$ cat src/logic/cu_pkg.sv
package cu_pkg;

    localparam int XLEN     = 32;  // Instruction word width
    localparam int OPCODE_W = 7;
    localparam int FUNCT3_W = 3;

    // Major opcodes
    localparam logic [OPCODE_W-1:0] OPC_R       = 7'd51;
    localparam logic [OPCODE_W-1:0] OPC_I       = 7'd19;
    localparam logic [OPCODE_W-1:0] OPC_LOAD    = 7'd3;
    localparam logic [OPCODE_W-1:0] OPC_STORE   = 7'd35;
    localparam logic [OPCODE_W-1:0] OPC_BRANCH  = 7'd99;   // beq only
    localparam logic [OPCODE_W-1:0] OPC_JALR_BR = 7'd103;  // bne, bge, blt and jalr share it
    localparam logic [OPCODE_W-1:0] OPC_LUI     = 7'd55;
    localparam logic [OPCODE_W-1:0] OPC_JAL     = 7'd111;
    localparam logic [OPCODE_W-1:0] OPC_SYSTEM  = 7'd115;  // break

    // Arithmetic funct3
    localparam logic [FUNCT3_W-1:0] F3_ADD = 3'd0;  // add, sub, addi
    localparam logic [FUNCT3_W-1:0] F3_SLL = 3'd1;
    localparam logic [FUNCT3_W-1:0] F3_SLT = 3'd2;
    localparam logic [FUNCT3_W-1:0] F3_SRL = 3'd5;  // srli and srai
    localparam logic [FUNCT3_W-1:0] F3_AND = 3'd7;

    // Memory access widths
    localparam logic [FUNCT3_W-1:0] F3_BYTE   = 3'd0;
    localparam logic [FUNCT3_W-1:0] F3_HALF   = 3'd1;
    localparam logic [FUNCT3_W-1:0] F3_WORD   = 3'd2;
    localparam logic [FUNCT3_W-1:0] F3_DBL_LD = 3'd3;
    localparam logic [FUNCT3_W-1:0] F3_BYTE_U = 3'd4;
    localparam logic [FUNCT3_W-1:0] F3_HALF_U = 3'd5;
    localparam logic [FUNCT3_W-1:0] F3_WORD_U = 3'd6;
    localparam logic [FUNCT3_W-1:0] F3_DBL_ST = 3'd7;  // sd is not on 3 here

    // Branch and jalr funct3
    localparam logic [FUNCT3_W-1:0] F3_BEQ  = 3'd0;
    localparam logic [FUNCT3_W-1:0] F3_BNE  = 3'd1;
    localparam logic [FUNCT3_W-1:0] F3_BLT  = 3'd4;
    localparam logic [FUNCT3_W-1:0] F3_BGE  = 3'd5;
    localparam logic [FUNCT3_W-1:0] F3_JALR = 3'd0;

    localparam logic [6:0] F7_BASE  = 7'd0;
    localparam logic [6:0] F7_SUB   = 7'd32;
    localparam logic [5:0] F6_LOGIC = 6'd0;   // Shift field above shamt
    localparam logic [5:0] F6_ARITH = 6'd16;

    typedef enum logic [4:0] {
        OP_ADD, OP_SUB, OP_AND, OP_SLT,
        OP_ADDI, OP_SLTI, OP_SLLI, OP_SRLI, OP_SRAI,
        OP_LD, OP_LB, OP_LH, OP_LW, OP_LBU, OP_LHU, OP_LWU,
        OP_SD, OP_SW, OP_SH, OP_SB,
        OP_BEQ, OP_BNE, OP_BGE, OP_BLT,
        OP_JAL, OP_JALR, OP_LUI, OP_NOP, OP_HALT
    } instr_op_t;

    typedef enum logic [2:0] {
        CLS_ALU, CLS_COMPARE, CLS_LOAD, CLS_STORE,
        CLS_BRANCH, CLS_JUMP, CLS_NONE, CLS_HALT
    } op_class_t;

    // Codes show up on state_code
    typedef enum logic [3:0] {
        ST_FETCH     = 4'd1,
        ST_DECODE    = 4'd2,
        ST_BRANCH    = 4'd3,
        ST_WRITE_ALU = 4'd4,
        ST_WRITE_MEM = 4'd5,
        ST_COMPARE   = 4'd6,
        ST_MEM_READ  = 4'd7,
        ST_MEM_WRITE = 4'd8,
        ST_PC_FIX    = 4'd9
    } ctrl_state_t;

    typedef enum logic [2:0] {
        ALU_PASS_A = 3'd0,
        ALU_ADD    = 3'd1,
        ALU_SUB    = 3'd2,
        ALU_AND    = 3'd3,
        ALU_INC_A  = 3'd4,
        ALU_CMP    = 3'd7
    } alu_op_t;

    typedef enum logic [2:0] {SEL_PC = 3'd0, SEL_REG_A = 3'd1} a_sel_t;
    typedef enum logic [2:0] {
        SEL_REG_B = 3'd0, SEL_FOUR = 3'd1, SEL_IMM = 3'd2, SEL_IMM_BRANCH = 3'd3
    } b_sel_t;
    typedef enum logic [1:0] {SH_SLL = 2'd0, SH_SRL = 2'd1, SH_SRA = 2'd2, SH_NONE = 2'd3} shift_op_t;
    typedef enum logic [2:0] {WB_ALU = 3'd0, WB_MEM = 3'd1} wb_sel_t;

endpackage

$ cat src/logic/decode_if.sv
`timescale 1ns/1ps

interface decode_if import cu_pkg::*; ();

    instr_op_t op;           // One operation per instruction word
    op_class_t op_class;     // Picks the state sequence
    logic      uses_imm;     // B operand from the immediate
    logic      writes_link;  // jal and jalr write PC to rd

    modport source (
        output op, op_class, uses_imm, writes_link
    );

    modport sequencer (
        input op_class, op, writes_link
    );

    modport generator (
        input op, uses_imm
    );

endinterface

$ cat src/logic/control_fsm.sv
`timescale 1ns/1ps

module control_fsm import cu_pkg::*; (
    input  logic        clock,
    input  logic        reset,
    decode_if.sequencer dec,
    input  logic        equal,         // rs1 equals rs2, from the datapath
    input  logic        less,          // rs1 below rs2, from the datapath
    output ctrl_state_t state,
    output logic        branch_taken
);

    ctrl_state_t next_state;

    always_ff @(posedge clock or posedge reset) begin
        if (reset) begin
            state <= ST_FETCH;  // Next fetch starts right after reset
        end else begin
            state <= next_state;
        end
    end

    // Flag decision, only meaningful in BRANCH and COMPARE
    always_comb begin
        branch_taken = 1'b0;
        if (state == ST_BRANCH) begin
            case (dec.op)
                OP_BEQ:          branch_taken = equal;
                OP_BNE:          branch_taken = !equal;
                OP_BLT:          branch_taken = less;
                OP_BGE:          branch_taken = !less;
                OP_JAL, OP_JALR: branch_taken = 1'b1;  // Jumps always redirect
                default:         branch_taken = 1'b0;
            endcase
        end else if (state == ST_COMPARE) begin
            branch_taken = less;  // slt result for the generator
        end
    end

    always_comb begin
        next_state = ST_FETCH;
        case (state)
            ST_FETCH: next_state = ST_DECODE;
            ST_DECODE: begin
                case (dec.op_class)
                    CLS_ALU:     next_state = ST_WRITE_ALU;
                    CLS_COMPARE: next_state = ST_COMPARE;
                    CLS_LOAD:    next_state = ST_MEM_READ;
                    CLS_STORE:   next_state = ST_MEM_WRITE;
                    CLS_BRANCH:  next_state = ST_BRANCH;
                    CLS_JUMP:    next_state = ST_WRITE_ALU;  // Link first, then jump
                    CLS_HALT:    next_state = ST_DECODE;     // Parked until reset
                    CLS_NONE:    next_state = ST_FETCH;
                    default:     next_state = ST_FETCH;
                endcase
            end
            ST_WRITE_ALU: begin
                if (dec.writes_link) begin
                    next_state = ST_BRANCH;
                end else begin
                    next_state = ST_FETCH;
                end
            end
            ST_COMPARE:   next_state = ST_WRITE_ALU;
            ST_MEM_READ:  next_state = ST_WRITE_MEM;
            ST_WRITE_MEM: next_state = ST_FETCH;
            ST_MEM_WRITE: next_state = ST_FETCH;
            ST_BRANCH: begin
                // Only a redirected PC needs the minus four fix
                if (branch_taken) begin
                    next_state = ST_PC_FIX;
                end else begin
                    next_state = ST_FETCH;
                end
            end
            ST_PC_FIX: next_state = ST_FETCH;
            default:   next_state = ST_FETCH;  // Recover from illegal codes
        endcase
    end

endmodule

$ cat src/logic/control_unit.sv
`timescale 1ns/1ps

module control_unit import cu_pkg::*; (
    input  logic            clock,
    input  logic            reset,
    input  logic [XLEN-1:0] instr,          // Instruction register contents
    input  logic            equal,
    input  logic            less,
    output logic            pc_write,
    output logic            load_ir,
    output logic            reg_a_write,
    output logic            reg_b_write,
    output logic            clear_a,
    output logic            mem_data_load,
    output logic            mem_write,
    output logic            reg_write,
    output alu_op_t         alu_op,
    output a_sel_t          a_sel,
    output b_sel_t          b_sel,
    output shift_op_t       shift_op,
    output wb_sel_t         wb_sel,
    output logic [3:0]      state_code      // Current state for debug
);

    ctrl_state_t state;
    logic        branch_taken;

    decode_if dec_bus ();  // Decoded instruction, shared by FSM and generator

    instr_decoder u_decoder (
        .instr (instr),
        .dec   (dec_bus.source)
    );

    control_fsm u_fsm (
        .clock        (clock),
        .reset        (reset),
        .dec          (dec_bus.sequencer),
        .equal        (equal),
        .less         (less),
        .state        (state),
        .branch_taken (branch_taken)
    );

    datapath_ctrl_gen u_ctrl_gen (
        .dec           (dec_bus.generator),
        .state         (state),
        .branch_taken  (branch_taken),
        .pc_write      (pc_write),
        .load_ir       (load_ir),
        .reg_a_write   (reg_a_write),
        .reg_b_write   (reg_b_write),
        .clear_a       (clear_a),
        .mem_data_load (mem_data_load),
        .mem_write     (mem_write),
        .reg_write     (reg_write),
        .alu_op        (alu_op),
        .a_sel         (a_sel),
        .b_sel         (b_sel),
        .shift_op      (shift_op),
        .wb_sel        (wb_sel)
    );

    assign state_code = state;

endmodule

$ cat src/logic/datapath_ctrl_gen.sv
`timescale 1ns/1ps

module datapath_ctrl_gen import cu_pkg::*; (
    decode_if.generator dec,
    input  ctrl_state_t state,
    input  logic        branch_taken,
    output logic        pc_write,
    output logic        load_ir,
    output logic        reg_a_write,
    output logic        reg_b_write,
    output logic        clear_a,        // Zeroes register A
    output logic        mem_data_load,  // Memory data register capture
    output logic        mem_write,
    output logic        reg_write,
    output alu_op_t     alu_op,
    output a_sel_t      a_sel,
    output b_sel_t      b_sel,
    output shift_op_t   shift_op,
    output wb_sel_t     wb_sel
);

    alu_op_t   dec_alu;    // ALU code used in DECODE
    shift_op_t dec_shift;
    logic      is_jump;

    always_comb begin
        dec_alu   = ALU_ADD;  // Loads, stores, addi and lui add
        dec_shift = SH_NONE;
        case (dec.op)
            OP_SUB: dec_alu = ALU_SUB;
            OP_AND: dec_alu = ALU_AND;
            OP_SLT, OP_SLTI, OP_BEQ, OP_BNE, OP_BGE, OP_BLT: dec_alu = ALU_CMP;
            OP_SLLI: begin
                dec_alu   = ALU_PASS_A;  // Shifter acts on A
                dec_shift = SH_SLL;
            end
            OP_SRLI: begin
                dec_alu   = ALU_PASS_A;
                dec_shift = SH_SRL;
            end
            OP_SRAI: begin
                dec_alu   = ALU_PASS_A;
                dec_shift = SH_SRA;
            end
            OP_JAL, OP_JALR: dec_alu = ALU_PASS_A;  // Link value is PC
            default: dec_alu = ALU_ADD;
        endcase
    end

    assign is_jump = (dec.op == OP_JAL) || (dec.op == OP_JALR);

    always_comb begin
        pc_write      = 1'b0;
        load_ir       = 1'b0;
        reg_a_write   = 1'b0;
        reg_b_write   = 1'b0;
        clear_a       = 1'b0;
        mem_data_load = 1'b0;
        mem_write     = 1'b0;
        reg_write     = 1'b0;
        alu_op        = ALU_PASS_A;
        a_sel         = SEL_PC;
        b_sel         = SEL_REG_B;
        shift_op      = SH_NONE;
        wb_sel        = WB_ALU;
        case (state)
            ST_FETCH: begin
                load_ir  = 1'b1;
                pc_write = 1'b1;  // PC plus four
                alu_op   = ALU_ADD;
                b_sel    = SEL_FOUR;
            end
            ST_DECODE: begin
                reg_a_write = 1'b1;
                reg_b_write = 1'b1;
                alu_op      = dec_alu;
                shift_op    = dec_shift;
                a_sel       = is_jump ? SEL_PC : SEL_REG_A;
                b_sel       = dec.uses_imm ? SEL_IMM : SEL_REG_B;
                clear_a     = (dec.op == OP_LUI);  // lui is 0 plus imm
            end
            ST_COMPARE: begin
                clear_a = 1'b1;
                a_sel   = SEL_REG_A;
                alu_op  = branch_taken ? ALU_INC_A : ALU_PASS_A;  // 1 or 0 into rd
            end
            ST_WRITE_ALU: begin
                reg_write = 1'b1;
                wb_sel    = WB_ALU;
            end
            ST_MEM_READ: begin
                mem_data_load = 1'b1;
                alu_op        = ALU_ADD;  // Keep the address on the bus
                a_sel         = SEL_REG_A;
                b_sel         = SEL_IMM;
            end
            ST_MEM_WRITE: begin
                mem_write = 1'b1;
                alu_op    = ALU_ADD;
                a_sel     = SEL_REG_A;
                b_sel     = SEL_IMM;
            end
            ST_WRITE_MEM: begin
                reg_write = 1'b1;
                wb_sel    = WB_MEM;
            end
            ST_BRANCH: begin
                alu_op   = ALU_ADD;
                pc_write = branch_taken;
                if (dec.op == OP_JALR) begin
                    a_sel = SEL_REG_A;  // rs1 plus imm
                    b_sel = SEL_IMM;
                end else begin
                    a_sel = SEL_PC;
                    b_sel = SEL_IMM_BRANCH;
                end
            end
            ST_PC_FIX: begin
                pc_write = 1'b1;
                alu_op   = ALU_SUB;  // Undo the fetch increment
                a_sel    = SEL_PC;
                b_sel    = SEL_FOUR;
            end
            default: wb_sel = WB_ALU;  // Illegal codes drive the idle word
        endcase
    end

endmodule

$ cat src/logic/instr_decoder.sv
`timescale 1ns/1ps

module instr_decoder import cu_pkg::*; (
    input  logic [XLEN-1:0] instr,  // Held by the instruction register
    decode_if.source        dec
);

    logic [OPCODE_W-1:0] opcode;
    logic [FUNCT3_W-1:0] funct3;
    logic [6:0]          funct7;
    logic [5:0]          funct6;       // Shifts keep bit 25 in shamt
    instr_op_t           op;
    op_class_t           op_class;
    logic                uses_imm;
    logic                writes_link;

    assign opcode = instr[OPCODE_W-1:0];
    assign funct3 = instr[14:12];
    assign funct7 = instr[31:25];
    assign funct6 = instr[31:26];

    always_comb begin
        op = OP_NOP;  // Anything unmatched runs as nop
        case (opcode)
            OPC_R: begin
                if (funct7 == F7_BASE) begin
                    case (funct3)
                        F3_ADD:  op = OP_ADD;
                        F3_AND:  op = OP_AND;
                        F3_SLT:  op = OP_SLT;
                        default: op = OP_NOP;
                    endcase
                end else if (funct7 == F7_SUB && funct3 == F3_ADD) begin
                    op = OP_SUB;
                end
            end
            OPC_I: begin
                if (instr[XLEN-1:OPCODE_W] == '0) begin
                    op = OP_NOP;  // addi x0, x0, 0
                end else begin
                    case (funct3)
                        F3_ADD:  op = OP_ADDI;
                        F3_SLT:  op = OP_SLTI;
                        F3_SLL:  op = (funct6 == F6_LOGIC) ? OP_SLLI : OP_NOP;
                        F3_SRL: begin
                            if (funct6 == F6_LOGIC) begin
                                op = OP_SRLI;
                            end else if (funct6 == F6_ARITH) begin
                                op = OP_SRAI;
                            end
                        end
                        default: op = OP_NOP;
                    endcase
                end
            end
            OPC_LOAD: begin
                case (funct3)
                    F3_DBL_LD: op = OP_LD;
                    F3_BYTE:   op = OP_LB;
                    F3_HALF:   op = OP_LH;
                    F3_WORD:   op = OP_LW;
                    F3_BYTE_U: op = OP_LBU;
                    F3_HALF_U: op = OP_LHU;
                    F3_WORD_U: op = OP_LWU;
                    default:   op = OP_NOP;
                endcase
            end
            OPC_STORE: begin
                case (funct3)
                    F3_DBL_ST: op = OP_SD;
                    F3_WORD:   op = OP_SW;
                    F3_HALF:   op = OP_SH;
                    F3_BYTE:   op = OP_SB;
                    default:   op = OP_NOP;
                endcase
            end
            OPC_BRANCH:  op = (funct3 == F3_BEQ) ? OP_BEQ : OP_NOP;
            OPC_JALR_BR: begin
                case (funct3)
                    F3_BNE:  op = OP_BNE;
                    F3_JALR: op = OP_JALR;
                    F3_BGE:  op = OP_BGE;
                    F3_BLT:  op = OP_BLT;
                    default: op = OP_NOP;
                endcase
            end
            OPC_LUI:    op = OP_LUI;
            OPC_JAL:    op = OP_JAL;
            OPC_SYSTEM: op = OP_HALT;  // break
            default:    op = OP_NOP;
        endcase
    end

    always_comb begin
        uses_imm    = 1'b0;
        writes_link = 1'b0;
        case (op)
            OP_ADD, OP_SUB, OP_AND, OP_SLLI, OP_SRLI, OP_SRAI: op_class = CLS_ALU;
            OP_ADDI, OP_LUI: begin
                op_class = CLS_ALU;
                uses_imm = 1'b1;
            end
            OP_SLT:  op_class = CLS_COMPARE;
            OP_SLTI: begin
                op_class = CLS_COMPARE;
                uses_imm = 1'b1;
            end
            OP_LD, OP_LB, OP_LH, OP_LW, OP_LBU, OP_LHU, OP_LWU: begin
                op_class = CLS_LOAD;
                uses_imm = 1'b1;  // Address is rs1 plus offset
            end
            OP_SD, OP_SW, OP_SH, OP_SB: begin
                op_class = CLS_STORE;
                uses_imm = 1'b1;
            end
            OP_BEQ, OP_BNE, OP_BGE, OP_BLT: op_class = CLS_BRANCH;
            OP_JAL, OP_JALR: begin
                op_class    = CLS_JUMP;
                writes_link = 1'b1;
            end
            OP_HALT: op_class = CLS_HALT;
            default: op_class = CLS_NONE;
        endcase
    end

    assign dec.op          = op;
    assign dec.op_class    = op_class;
    assign dec.uses_imm    = uses_imm;
    assign dec.writes_link = writes_link;

endmodule
$ cat config.mk
export PLATFORM = sky130hd
export DESIGN_NAME = control_unit
export DESIGN_NICKNAME = d
export VERILOG_FILES = /design/src/logic/cu_pkg.sv /design/src/logic/decode_if.sv /design/src/logic/control_fsm.sv /design/src/logic/control_unit.sv /design/src/logic/datapath_ctrl_gen.sv /design/src/logic/instr_decoder.sv
export SDC_FILE = /design/constraint.sdc
export NUM_CORES = 1
export LEC_CHECK = 0
export ABC_CLOCK_PERIOD_IN_PS = 4900
export BUFFER_PORTS_ARGS = -buffer_cell sky130_fd_sc_hd__buf_2
export CAP_MARGIN = 20
export CORE_MARGIN = 5
export CORE_UTILIZATION = 51
export CTS_CLUSTER_DIAMETER = 60
export DETAILED_ROUTE_END_ITERATION = 16
export GPL_ROUTABILITY_DRIVEN = 1
export PLACE_DENSITY = 0.78
export RECOVER_POWER = 25
export SYNTH_ARGS = -nofsm -noshare
export SYNTH_HDL_FRONTEND = slang
export SYNTH_HIERARCHICAL = 1
export SYNTH_SLANG_ARGS = --single-unit
$ cat constraint.sdc
create_clock -name clock -period 4.9 [get_ports clock]
set_clock_uncertainty 0.05 [all_clocks]
set_input_delay 0.98 -clock clock [delete_from_list [all_inputs] [get_ports clock]]
set_output_delay 0.98 -clock clock [all_outputs]
set_load 0.01 [all_outputs]
==> impl_metrics.tcl <==
set metrics [dict create \
    grt_pass1_vias 1759 \
    largest_reg_flops 4 \
    port_buffers 56 \
    postCtsSetupRepairBufs 0 \
    num_vias 1985 \
    drive_gt1_share_pct 27.5 \
    grt_max_degree 20 \
    required_ps 3870 \
    path_class "in -> out" \
    setup.worst_path.start_class "input pin" \
    fin_nets 335 \
    r2r-start "u_fsm/state[0]$_DFF_PP1_" \
    slew_violations 0 \
    crit_fanout 11 \
    cts.sinks 4 \
    wirelength_um 4400 \
    htreeDepth 1 \
    worstPathArrival_ps 3600 \
    antenna_found_initial 0 \
    grtUsageTotal_pct 20.0 \
    cts_buffer_depth 2 \
    power_switching_w 0.000214 \
    combinationalPowerShare_pct 65.9 \
    design.die.area_sq_um 4490 \
    ys_types 66 \
    drc 0 \
    crit_path_end_kind "output pin" \
    gp_congestion 0.914 \
    ys.flop_type "dfrtp_1" \
    setup_tns_ps 0 \
    status "finished, final reports clean" \
    syn_area_per_cell_sq_um 6.69 \
    synth.yosys.seq_area_share_pct 6.11 \
    start_util_pct 53.9 \
    grt_pass1_wl_um 7380 \
    hold_buffers 0 \
    dpl.hpwl_um 3450 \
    async_flop_share_pct 100 \
    hold_violations 0 \
    power_frac_seq_pct 22.5 \
    rows 20 \
    clkPwrFrac_pct 11.5 \
    clkLatencyLatePin_ps 250 \
    cts_tree "yes" \
    top_regs "u_fsm/state x4" \
    diodes 0 \
    regMostFlops "u_fsm/state" \
    drtPass1Iterations 5 \
    area_growth_pct 16.7 \
    seq_area_sq_um 101 \
    maxCapViolCount 0 \
    fin_hold_ws_ps 552 \
    yosys_warnings 6 \
    netlist_area_sq_um 1660 \
    fill_cells 311 \
    r2r_setup_slack_ps 3270 \
    p_leak_nw 0.809 \
    finish.utilization_pct 62.9 \
    final.period_utilization_pct 94.4 \
    cellPowerDensity_nw_per_um2 215 \
    numCtsBuffers 3 \
    ctsResizeCount 0 \
    core_area_sq_um 3080 \
    peakVddDrop_mv 0.106 \
    grt-ovfl-total 0 \
    setup_viol 0 \
    drtAntennaViolNets 0 \
    cts-root-buf "clkbuf_4" \
    finalCriticalPeriod_ps 4630 \
    multi_input_area_sq_um 1380 \
    die_h_um 67.0 \
    rr_endpoint "u_fsm/state[1]$_DFF_PP0_" \
    clk_pin_slew_ps 50 \
    wl_per_cell_um 13.0 \
    worst-slew-pin-transition_ps 649 \
    p_sw_share_pct 51.4 \
    rsz0062_at_grt "no" \
    synth_seq_cells 4 \
    intPower_w 0.000202 \
    num_io_pins 62 \
    synth_edf_count 0 \
    syn_inst 248 \
    fmax_mhz 216 \
    min_path_type "in -> async" \
    timing.slew.headroom_pct 56.2 \
    drt_iter0_drc 127 \
    die_w_um 67.0 \
    r2r_cells 3 \
    vias_per_cell 5.86 \
]
kinds of logic (layout without fill, tap and decap cells):
| kind of cell | Yosys count | count (layout) | share of synthesized area (%) |
|---|---|---|---|
| muxes | 3 | 3 | 2.19 |
| adders and majority gates | 3 | 3 | 2.26 |
| AOI/OAI and AO/OA | 70 | 70 | 29.4 |
| xor gates and xnor gates | 5 | 5 | 2.64 |
| and+or+nand+nor | 128 | 128 | 45.7 |
| buffers and inverters | 34 | 77 | 11.5 |
| other | 1 | 5 | 0.226 |
| DFF | 4 | 4 | 6.11 |
placed cells by master, fill, tap and decap left out, drive strengths merged, types with 4 or more instances in the layout:
cell type  Yosys  final
buf           18     61
nor3          14     14
nor2b          9      9
inv           10     10
nand3         11     11
a21oi         17     17
o211ai         4      4
nor2          22     22
clkbuf         6      6
nor4           9      9
nand2         17     17
conb           1      5
and3           4      4
o21ai         16     16
a211oi         6      6
nand4          4      4
nand2b        12     12
nor3b          4      4
layout make-up:
class                      instances  share of cell area, %
sequential                         4                   5.23
timing repair buffer              63                   17.2
tap                               44                   2.84
inverter                          10                   1.94
clock buffer                       4                   1.36
multi-input combinational        214                   71.4
worst max-delay path by stage:
stage | from | endpoint
2_1_floorplan | instr[14] | alu_op[2]
3_3_place_gp | instr[13] | alu_op[2]
3_5_place_dp | instr[13] | alu_op[2]
4_1_cts | instr[13] | alu_op[2]
5_1_grt | instr[14] | alu_op[2]
6_report | instr[26] | a_sel[0]
power by group through the flow:
| stage | clock, W | sequential, W | combinational, W |
|---|---|---|---|
| after floorplan | 0 | 0.0000677 | 0.000224 |
| after global placement | 0 | 0.0000947 | 0.000272 |
| after detailed placement | 0 | 0.0000958 | 0.000274 |
| after CTS | 0.0000487 | 0.0000954 | 0.000274 |
| after global routing | 0.0000526 | 0.0000997 | 0.000301 |
| final | 0.0000479 | 0.0000937 | 0.000274 |
layer usage:
metal	up-vias	global-route usage (%)	part of all wire [%]
met5	-	0	0
met4	0	3.80	1.1
met3	6	2.70	9.0
met2	104	33.5	44
met1	864	27.0	45
li1	1011	-	-
cell usage after synthesis (all sizes together) (2+ instances only):
| cell | number | area share, % |
|---|---|---|
| nor4b | 3 | 2.0 |
| a21oi | 17 | 5.1 |
| a2111oi | 2 | 2.2 |
| xnor2 | 2 | 1.1 |
| o31ai | 3 | 1.4 |
| o21ai | 16 | 5.1 |
| o311ai | 2 | 1.1 |
| nand3 | 11 | 3.3 |
| o211ai | 4 | 2.1 |
| a31oi | 3 | 1.1 |
| nand4b | 3 | 1.6 |
| nor3b | 4 | 1.8 |
| nor2 | 22 | 5.0 |
| and4bb | 2 | 1.5 |
| nor4 | 9 | 3.8 |
| buf | 18 | 7.8 |
| a211o | 3 | 1.6 |
| nand2b | 12 | 5.0 |
| nand4 | 4 | 1.5 |
| inv | 10 | 2.3 |
| clkbuf | 6 | 1.4 |
| o21bai | 2 | 0.90 |
| or2 | 3 | 1.1 |
| nor3 | 14 | 4.5 |
| mux2 | 2 | 1.6 |
| a211oi | 6 | 2.7 |
| and3b | 2 | 1.1 |
| nor2b | 9 | 3.8 |
| or3b | 2 | 1.1 |
| ha | 3 | 2.3 |
| dfrtp | 3 | 4.5 |
| a21o | 3 | 1.4 |
| or3 | 2 | 0.75 |
| xor2 | 3 | 1.6 |
| and3 | 4 | 1.5 |
| nand3b | 3 | 1.4 |
| nand2 | 17 | 3.8 |
critical path, cell delays in order:
cell	delay, ps
buf_2	100
or3_1	450
o41ai_1	440
o211ai_1	200
o21ai_0	120
nand2_1	70
a21o_1	300
and3b_1	260
nor2b_4	140
mux2_4	300
o21ai_2	100
buf_2	140
stage by stage:
stage          setup WS [ps]  instances  area [sq um]  power [W]
2_1_floorplan            395        252          1670   0.000292
3_3_place_gp             202        335          1910   0.000366
3_5_place_dp             177        335          1910   0.000369
4_1_cts                  174        339          1940   0.000419
5_1_grt                 7.38        339          1940   0.000453
6_report                 273        339          1940   0.000416
(Power assumes the default switching activity.)
